--- src/hw/renkon_pkg.sv ---
package renkon_pkg;

  // --------------------
  // data widths.
  // --------------------
  localparam int DWIDTH = 16;
  localparam int WWIDTH = 8;
  localparam int AWIDTH = 40;
  localparam int LWIDTH = 6;
  localparam int PWIDTH = DWIDTH + WWIDTH;

  // --------------------
  // window and image limits.
  // --------------------
  localparam int MAXLINE = 5;
  localparam int MAXSIZE = 32;
  localparam int NTAP = MAXLINE * MAXLINE;

  // one spare line memory is written while the others are read.
  localparam int NMEM = MAXLINE + 1;
  localparam int MSWIDTH = $clog2(NMEM);
  localparam int ADDRW = $clog2(MAXSIZE);
  localparam int NLEAF = 2 ** $clog2(NTAP);

  typedef logic signed [DWIDTH-1:0] pixel_t;
  typedef logic signed [WWIDTH-1:0] weight_t;
  typedef logic signed [PWIDTH-1:0] prod_t;
  typedef logic signed [AWIDTH-1:0] sum_t;
  typedef logic        [LWIDTH-1:0] size_t;

endpackage
--- src/hw/renkon_linebuf.sv ---
`timescale 1ns/100ps

module renkon_linebuf (
  input  logic               clk,
  input  logic               xrst,
  input  logic               buf_en,
  input  renkon_pkg::size_t  img_size,
  input  renkon_pkg::size_t  fil_size,
  input  renkon_pkg::pixel_t buf_input,
  output renkon_pkg::pixel_t window [renkon_pkg::NTAP-1:0],
  output logic               win_valid,
  output logic               frame_end
);

  enum logic [1:0] {S_WAIT, S_CHARGE, S_ACTIVE} r_state;

  renkon_pkg::size_t         r_addr_count;
  renkon_pkg::size_t         r_line_count;
  renkon_pkg::size_t         r_mem_count;
  renkon_pkg::pixel_t        r_buf_input;
  renkon_pkg::pixel_t        read_mem [renkon_pkg::NMEM-1:0];
  logic [renkon_pkg::NMEM-1:0] mem_we;
  logic [renkon_pkg::MSWIDTH-1:0] row_sel [renkon_pkg::MAXLINE-1:0];

  logic                      s_line_end;
  logic                      s_charge_end;
  logic                      s_read;
  logic                      s_feed;
  logic                      s_write;
  logic                      s_data_end;
  renkon_pkg::size_t         s_rd_base;

  // read stage tags trail the counters by one cycle.
  renkon_pkg::size_t         r_col_s1;
  renkon_pkg::size_t         r_base_s1;
  logic                      r_rd_s1;
  logic                      r_last_s1;
  logic                      r_last_s2;

  // --------------------
  // control.
  // --------------------
  assign s_line_end   = r_addr_count == img_size - 1'b1;
  assign s_charge_end = r_line_count == fil_size - 1'b1 && s_line_end;
  // one extra line in the active state reads out the bottom window row.
  assign s_read       = r_state == S_ACTIVE && r_line_count <= img_size;
  assign s_feed       = r_state == S_CHARGE || s_read;
  assign s_write      = s_feed && r_line_count < img_size;
  assign s_data_end   = s_read && r_line_count == img_size && s_line_end;
  assign frame_end    = r_state == S_ACTIVE && r_last_s2;

  always_ff @(posedge clk) begin
    if (!xrst) begin
      r_state <= S_WAIT;
    end else begin
      case (r_state)
        S_WAIT: begin
          if (buf_en) begin
            r_state <= S_CHARGE;
          end
        end
        S_CHARGE: begin
          if (s_charge_end) begin
            r_state <= S_ACTIVE;
          end
        end
        S_ACTIVE: begin
          // wait for the last window to leave the read pipe.
          if (r_last_s2) begin
            r_state <= S_WAIT;
          end
        end
        default: begin
          r_state <= S_WAIT;
        end
      endcase
    end
  end

  always_ff @(posedge clk) begin
    r_buf_input <= buf_input;
  end

  always_ff @(posedge clk) begin
    if (!xrst || r_state == S_WAIT) begin
      r_addr_count <= '0;
      r_line_count <= '0;
      r_mem_count  <= '0;
    end else if (s_feed) begin
      if (s_line_end) begin
        r_addr_count <= '0;
        r_line_count <= r_line_count + 1'b1;
        if (r_mem_count == renkon_pkg::MAXLINE) begin
          r_mem_count <= '0;
        end else begin
          r_mem_count <= r_mem_count + 1'b1;
        end
      end else begin
        r_addr_count <= r_addr_count + 1'b1;
      end
    end
  end

  // memory of the oldest row in the window.
  assign s_rd_base = (r_mem_count >= fil_size)
                   ? r_mem_count - fil_size
                   : r_mem_count + renkon_pkg::size_t'(renkon_pkg::NMEM) - fil_size;

  always_ff @(posedge clk) begin
    if (!xrst) begin
      r_rd_s1   <= 1'b0;
      r_last_s1 <= 1'b0;
      r_last_s2 <= 1'b0;
      win_valid <= 1'b0;
    end else begin
      r_rd_s1   <= s_read;
      r_last_s1 <= s_data_end;
      r_last_s2 <= r_last_s1;
      win_valid <= r_rd_s1 && r_col_s1 >= fil_size - 1'b1;
    end
  end

  always_ff @(posedge clk) begin
    r_col_s1  <= r_addr_count;
    r_base_s1 <= s_rd_base;
  end

  // --------------------
  // window registers.
  // --------------------
  for (genvar r = 0; r < renkon_pkg::MAXLINE; r++) begin : g_row
    renkon_pkg::size_t row_sum;
    renkon_pkg::size_t row_fix;

    assign row_sum = r_base_s1 + renkon_pkg::size_t'(r);
    assign row_fix = (row_sum >= renkon_pkg::NMEM)
                   ? row_sum - renkon_pkg::size_t'(renkon_pkg::NMEM)
                   : row_sum;
    assign row_sel[r] = row_fix[renkon_pkg::MSWIDTH-1:0];

    for (genvar c = 0; c < renkon_pkg::MAXLINE; c++) begin : g_col
      if (c == renkon_pkg::MAXLINE - 1) begin : g_load
        always_ff @(posedge clk) begin
          window[r*renkon_pkg::MAXLINE+c] <= read_mem[row_sel[r]];
        end
      end else begin : g_shift
        // new column enters at the filter's right edge.
        always_ff @(posedge clk) begin
          if (fil_size == c + 1) begin
            window[r*renkon_pkg::MAXLINE+c] <= read_mem[row_sel[r]];
          end else begin
            window[r*renkon_pkg::MAXLINE+c] <= window[r*renkon_pkg::MAXLINE+c+1];
          end
        end
      end
    end
  end

  // --------------------
  // line memories.
  // --------------------
  for (genvar i = 0; i < renkon_pkg::NMEM; i++) begin : g_mem
    assign mem_we[i] = s_write && r_mem_count == i;

    mem_sp #(
      .DATA_WIDTH (renkon_pkg::DWIDTH),
      .ADDR_WIDTH (renkon_pkg::ADDRW)
    ) u_mem (
      .clk        (clk),
      .mem_we     (mem_we[i]),
      .mem_addr   (r_addr_count[renkon_pkg::ADDRW-1:0]),
      .write_data (r_buf_input),
      .read_data  (read_mem[i])
    );
  end

endmodule

--- src/hw/mem_sp.sv ---
`timescale 1ns/100ps

module mem_sp #(
  parameter int DATA_WIDTH = 16,
  parameter int ADDR_WIDTH = 5
) (
  input  logic                  clk,
  input  logic                  mem_we,
  input  logic [ADDR_WIDTH-1:0] mem_addr,
  input  logic [DATA_WIDTH-1:0] write_data,
  output logic [DATA_WIDTH-1:0] read_data
);

  logic [DATA_WIDTH-1:0] mem [2**ADDR_WIDTH];

  // read-before-write returns the old word on a write cycle.
  always_ff @(posedge clk) begin
    if (mem_we) begin
      mem[mem_addr] <= write_data;
    end
    read_data <= mem[mem_addr];
  end

endmodule

--- config.mk ---
export PLATFORM = sky130hd
export DESIGN_NAME = renkon_linebuf
export DESIGN_NICKNAME = d
export VERILOG_FILES = /design/src/hw/renkon_pkg.sv /design/src/hw/renkon_linebuf.sv /design/src/hw/mem_sp.sv
export SDC_FILE = /design/constraint.sdc
export NUM_CORES = 2
export LEC_CHECK = 0
export BUFFER_PORTS_ARGS = -buffer_cell sky130_fd_sc_hd__buf_2
export CORE_ASPECT_RATIO = 0.8
export CORE_MARGIN = 3
export CORE_UTILIZATION = 55
export DETAILED_ROUTE_END_ITERATION = 8
export HOLD_SLACK_MARGIN = 0.06
export PLACE_DENSITY_LB_ADDON = 0.08
export SKIP_LAST_GASP = 1
export SYNTH_ARGS = -nofsm -noshare
export SYNTH_HDL_FRONTEND = slang
export SYNTH_HIERARCHICAL = 1
export SYNTH_SLANG_ARGS = --single-unit
--- constraint.sdc ---
create_clock -name clk -period 7.05 [get_ports clk]
set_input_delay 0.705 -clock clk [delete_from_list [all_inputs] [get_ports clk]]
set_output_delay 0.705 -clock clk [all_outputs]
set_load 0.02 [all_outputs]
After elaboration in Yosys (flattened, before gate mapping)
Memory sizes are Yosys's and may differ from the RTL's. A register that Yosys moved wholly into a read port is not among the register bits.
Index checks and enable logic that the tools add are counted.

operators by class
  $lt $le $gt $ge = 14
  add/subtract/negate cells = 17
  reduce and logical (&&, ||, !) cells = 20
  mux-type cells = 54
  equal/unequal tests = 17

operators with widths
  cell                   number
  $mux W16               25
  $bmux W16 S3           5
  $ge A6 B3 Y1 const B   5
  $add A6 B1 Y6 const B  4
  $eq A6 B2 Y1 const B   4
  $lt A3 B4 Y1 const B   5
  $eq A6 B3 Y1 const B   3
  $eq A6 B6 Y1           3
  $mux W6                3
  $mux W3                5
  $sub A3 B3 Y3 const B  5
  $logic_and A1 B1 Y1    13
  $add A6 B2 Y6 const B  2
  $add A6 B3 Y6 const B  2
  $eq A6 B1 Y1 const B   2
  $ge A6 B6 Y1           2
  $mux W1                12
  $sub A6 B1 Y6 const B  2
  $sub A6 B6 Y6          2
  $le A6 B6 Y1           1
  $logic_not A6 Y1       1
  $lt A6 B6 Y1           1
  $mux W2                3
  $ne A2 B2 Y1 const B   3
  other kinds (8)        9

storage, ports and cells
  input bits = 31
  RAM bits = 3072
  bits in registers = 452
  word-level logic and storage cells = 164
  output and inout bits = 402
  memories = 6

memory list
  name                depth  width  read ports  clocked after memory_dff  wr ports  line          text
  g_mem[0].u_mem.mem  32     16     1           1                         1         mem_sp.sv:14  logic [DATA_WIDTH-1:0] mem [2**ADDR_WIDTH];
  g_mem[1].u_mem.mem  32     16     1           1                         1         mem_sp.sv:14
  g_mem[2].u_mem.mem  32     16     1           1                         1         mem_sp.sv:14
  g_mem[3].u_mem.mem  32     16     1           1                         1         mem_sp.sv:14
  g_mem[4].u_mem.mem  32     16     1           1                         1         mem_sp.sv:14
  g_mem[5].u_mem.mem  32     16     1           1                         1         mem_sp.sv:14

Depth between registers and ports, before layout
  depth after elaboration = 7
  depth in mapped cells = 12
  gate-level depth less buffers = 12

By module
Netlist, hierarchy kept.

by module, submodules not included
  module          times used  seq. area each (sq um)  cells an instance  area each (sq um)
  mem_sp          6           15695.1                 1086               20049.2
  renkon_linebuf  1           9048.7                  2010               19982.9

Worst setup path after synthesis
OpenSTA, ideal clock, no wires.

  path type = input to register
  start point = input port img_size[5]
  end point = memory g_mem[1].u_mem.mem[24][0], enable pin
  library setup time = 0.409 ns
  required time = 6.641 ns
  stages on the path = 10
  buffers on the path = 1
  arrival = 4.035 ns
  slack = 2.606 ns
  path through = inv_1 -> ha_1 -> and3_1 -> a21boi_0 -> or2_2 -> nor4b_1 -> and2_1 -> or3b_2 -> clkbuf_1 -> nor3_1

between the ends
  cells in the longest elaborated chain, start to end = 7
  elaborated cells on any way between the ends = 8
  classes of those cells = order compare (2); mux (2); reduce/logical (4)

RTL lines
  element                          line                   text
  start, declared                  renkon_linebuf.sv:7    input renkon_pkg::size_t img_size,
  $le A6 B6 Y1                     renkon_linebuf.sv:46   assign s_read = r_state == S_ACTIVE && r_line_count <= img_size;
  $logic_and A1 B1 Y1              renkon_linebuf.sv:46
  $logic_or A1 B1 Y1               renkon_linebuf.sv:47   assign s_feed = r_state == S_CHARGE || s_read;
  $logic_and A1 B1 Y1 *            renkon_linebuf.sv:48   assign s_write = s_feed && r_line_count < img_size;
  $logic_and A1 B1 Y1 *            renkon_linebuf.sv:163  assign mem_we[i] = s_write && r_mem_count == i;
  net mem_we (one bit)             renkon_linebuf.sv:22   logic [renkon_pkg::NMEM-1:0] mem_we;
  $mux W1 *                        mem_sp.sv:18           if (mem_we) begin
  $mux W1 (not written as such) *  mem_sp.sv:19           mem[mem_addr] <= write_data;
  end, declared                    mem_sp.sv:14

Mark *: on every way through the listed nets, which the timed path passes. The rest lies on a longest branch.

Worst setup path after layout
  start point = register r_base_s1[1]
  end point = register window[31] (netlist bit)

between the ends
  cells in the longest elaborated chain, start to end = 5
  elaborated cells on any way between the ends = 6
  classes of those cells = add/sub (1); order compare (1); mux (4)

RTL lines
  element                                               line                                          text
  start, declared                                       renkon_linebuf.sv:35                          renkon_pkg::size_t r_base_s1;
  start signal, assigned                                renkon_linebuf.sv:125                         r_base_s1 <= s_rd_base;
  $ge A6 B3 Y1 / $sub A3 B3 Y3 (equally long branches)  renkon_linebuf.sv:136, renkon_linebuf.sv:137
  $mux W3 *                                             renkon_linebuf.sv:137                         ? row_sum - renkon_pkg::size_t'(renkon_pkg::NMEM)
  $bmux W16 S3 *                                        renkon_linebuf.sv:150                         window[r*renkon_pkg::MAXLINE+c] <= read_mem[row_sel[r]];
  $mux W16 (not written as such) *                      renkon_linebuf.sv:150
  $mux W16 *                                            renkon_linebuf.sv:149                         if (fil_size == c + 1) begin
  end signal, assigned by index                         renkon_linebuf.sv:150
  end signal, assigned by index                         renkon_linebuf.sv:152                         window[r*renkon_pkg::MAXLINE+c] <= window[r*renkon_pkg::MAXLINE+c+1];
  end, declared                                         renkon_linebuf.sv:10                          output renkon_pkg::pixel_t window [renkon_pkg::NTAP-1:0],

Mark *: on every way between the ends. The rest lies on a longest branch, timed or not. The select of a mux whose other input is x is not followed.
A chain may end at the register's enable or synchronous reset.

==> impl_metrics.ini <==
[status]
status = completed

[finish]
fill_cells = 18300
regArea_mm2 = 0.103
drive_gt1_share_pct = 16.9
finalNonFillerCells = 12700
multi_input_area_mm2 = 0.0343
nNetsFinal = 9175
area_growth_pct = 12.8

[critical_path]
endpoint_kind = flip-flop
worst-path-buf-inv = 2
cpPeakStageDelay_ns = 0.97
critical_path.cell_chain = inv_1, ha_1, inv_1, a21o_1, and2_1, nor2_2, a32oi_1, o21ai_0
required_ns = 7.77
crit_path_start_kind = flip-flop
arrival_ns = 5.74
cpLargestDelayFamily = simple AND/OR/NAND/NOR gates
slowest_stage = dfxtp_2
path_common_cell = inv_1
path_max_fanout = 62
critPathKind = reg -> reg

[power]
ir_drop_mv = 0.220
p_sw_mw = 11.9
sw_frac_of_total_pct = 24.8
clockPowerShare_pct = 38.3
cellLeakagePower_nw = 50.4
powerDensity_mw_per_mm2 = 305
seq_power_share_pct = 51.4
internal_power_mw = 36.2
combPwrFrac_pct = 10.3

[die]
fp.dieW_um = 571
die_area_mm2 = 0.261
die_y_um = 458
initial_utilization_pct = 55.4
num_rows = 165
coreArea_mm2 = 0.253
io_pins = 433

[synthesis]
synth.cell_area_mm2 = 0.140
synth-compound-area-share_pct = 5.64
synth-simple-area-share_pct = 4.51
synth.top_cell.area_share_pct = 65.8
ys_seq_area_share_pct = 73.6
ys.warnings.count = 6
yosys_most_used_dff = edfxtp_1
synthXorXnorAreaFrac_pct = 0.243
synth_seq_cells = 3620
syn_inst = 8526
synthArstFlopShare_pct = 0
synth_area_leaders = edfxtp_1, mux2i_1, dfxtp_1, o22ai_1, mux2_2
synth_cell_types = 83
synth_fp_nets = 8608
synth.largest_area_cell = edfxtp_1
synth_adder_area_share_pct = 0.476
synth_top_family_by_area = multiplexers
synth_edf_count = 3072
synth.area.mux_share_pct = 13.4
syn_area_per_cell_um2 = 16.5

[routing]
post_drt_wl_per_cell_um = 31.1
vias = 80400
vias_per_cell = 6.32
routed_wl_um = 395000
drc = 0
ant_nets = 0
firstDrtPassIters = 6
drtIter0Drc = 11200

[hold_path]
worst_hold_path_type = in -> reg

[clock_network]
numCtsBuffers = 349
ctsResizeCount = 0
cts_tree = done
clock_path_buffers = 4
clk_latency_ns = 0.90
path_clk_slew_ns = 0.07
htree_num_levels = 5
cts.sinks = 3620
cts-root-buf = clkbuf_16

[global_route]
grt_max_degree = 169
grt_pass1_wl_um = 558000
antenna_found_initial = 25
grtUsageTotal_pct = 29.6
grt_pass1_vias = 75600
grt_overflow_total = 0

[flow_run]
drv_cap = 0

[timing]
finalClockSkew_ns = 0.0422
drv_slew = 0
finalSetupTns_ns = 0
rsz0062_at_grt = false
relSlewSlack_pct = 7.81
setup_viol = 0
finalHoldViolCount = 0
fin_crit_sh_pct = 71.2
tightest_slew_ns = 1.38
period_needed_ns = 5.02
fmax_ghz = 0.199

[placement]
io_buffers = 432
dpl.hpwl_um = 250000
place.gp.congestion = 0.929
dp.cells = 12100
layout make-up:
class | instances | area share, %
Sequential cell | 3620 | 65.3
Multi-Input combinational cell | 4311 | 21.7
Clock buffer | 487 | 6.33
Timing Repair Buffer | 741 | 3.05
Tap cell | 3340 | 2.64
Clock inverter | 152 | 0.828
Inverter | 70 | 0.166
Antenna cell | 8 | 0.0127
path summary, 6_finish.rpt:
check	endpoint	cells past startpoint	slack, ns	start
worst max register to register	window[31]	8	2.03	r_base_s1[1]
worst max-delay path	window[31]	8	2.03	r_base_s1[1]
worst min-delay path	r_last_s2	2	0.13	xrst
worst min register to register	r_col_s1[5]	0	0.41	r_addr_count[5]
state kept, by name (all words and copies together), names as in the netlist, 2 cells and up:
name,cells
r_buf_input,16
r_addr_count,6
g_mem.u_mem/read_data,96
r_base_s1,6
g_mem.u_mem/mem,3072
r_state,2
r_mem_count,6
window,400
r_col_s1,6
r_line_count,6
cells in the final DEF (no fill, tap or decap), drive strengths merged, types with 9 or more instances in the layout:
| cell type | synthesis | layout |
|---|---|---|
| a21oi | 88 | 88 |
| a31oi | 69 | 69 |
| a32oi | 32 | 32 |
| and2 | 25 | 25 |
| and3 | 20 | 20 |
| buf | 376 | 724 |
| bufinv | 0 | 17 |
| clkbuf | 149 | 487 |
| clkinv | 0 | 117 |
| dfxtp | 548 | 548 |
| dlygate4sd3 | 0 | 17 |
| edfxtp | 3072 | 3072 |
| ha | 47 | 47 |
| inv | 70 | 82 |
| mux2 | 163 | 163 |
| mux2i | 1624 | 1624 |
| mux4 | 29 | 29 |
| nand2 | 302 | 302 |
| nand3 | 56 | 56 |
| nand3b | 42 | 42 |
| nand4 | 43 | 43 |
| nand4b | 25 | 25 |
| nand4bb | 36 | 36 |
| nor2 | 318 | 318 |
| nor2b | 9 | 9 |
| nor3 | 41 | 41 |
| nor4 | 196 | 196 |
| o2111ai | 15 | 15 |
| o21ai | 158 | 158 |
| o22ai | 799 | 799 |
| o31ai | 11 | 11 |
| or3 | 10 | 10 |
| or3b | 18 | 18 |
| or4 | 13 | 13 |
| or4b | 24 | 24 |
| xnor2 | 25 | 25 |
| xor2 | 13 | 13 |
cell families after synthesis:
family / count (synthesis)
buffers and inverters: 595
AND/OR/NAND/NOR: 1196
XOR/XNOR: 38
multiplexers: 1816
adder cells (fa/ha/maj): 51
flip-flops: 3620
AO/OA/AOI/OAI: 1210
synth_stat cells, drive strengths merged, types with 15 or more instances:
cell and n:
mux2i 1624, xnor2 25, o22ai 799, or3b 18, o2111ai 15, edfxtp 3072, nor4 196, nor2 318
mux4 29, inv 70, o21ai 158, a31oi 69, buf 376, nand4 43, nand4bb 36, dfxtp 548
a21oi 88, nand3 56, a32oi 32, nand3b 42, nand2 302, or4b 24, mux2 163, and2 25
clkbuf 149, ha 47, nand4b 25, nor3 41, and3 20
through the flow:
| step | area [µm²] | power [mW] | util (%) | hold slack [ns] | worst slack [ns] |
|---|---|---|---|---|---|
| final | 158000 | 48.2 | 62.5 | 0.134 | 2.03 |
| after global placement | 147000 | 30.1 | 57.9 | 0.412 | 2.08 |
| after global routing | 158000 | 49.6 | 62.5 | 0.104 | 1.70 |
| after CTS | 158000 | 48.4 | 62.5 | 0.0794 | 2.17 |
| after detailed placement | 147000 | 30.2 | 57.9 | 0.408 | 2.09 |
| after floorplan | 140000 | 27.9 | - | 0.374 | 2.61 |
power by group through the flow:
stage,clock [mW],sequential (mW),combinational (mW)
CTS,18.7,24.8,4.96
floorplan,0,26.3,1.68
global route,19.6,24.9,5.20
global placement,0,25.2,4.86
finish,18.4,24.8,4.94
detailed placement,0,25.2,4.94
layer usage:
metal	track usage (%)	wire length, µm	share of wire, %	vias to the layer above
li1	-	-	-	34800
met1	44.2	165000	42	40900
met2	44.5	179000	45	4056
met3	6.36	40200	10	554
met4	7.66	11100	2.8	16
met5	0.387	186	0.047	-
repair_timing:
action,4_1_cts,5_1_grt
hold buffers,17,0
setup buffers,0,0
hold endpoints to repair,17,0
No activity file was read; power rests on OpenSTA's default activity.
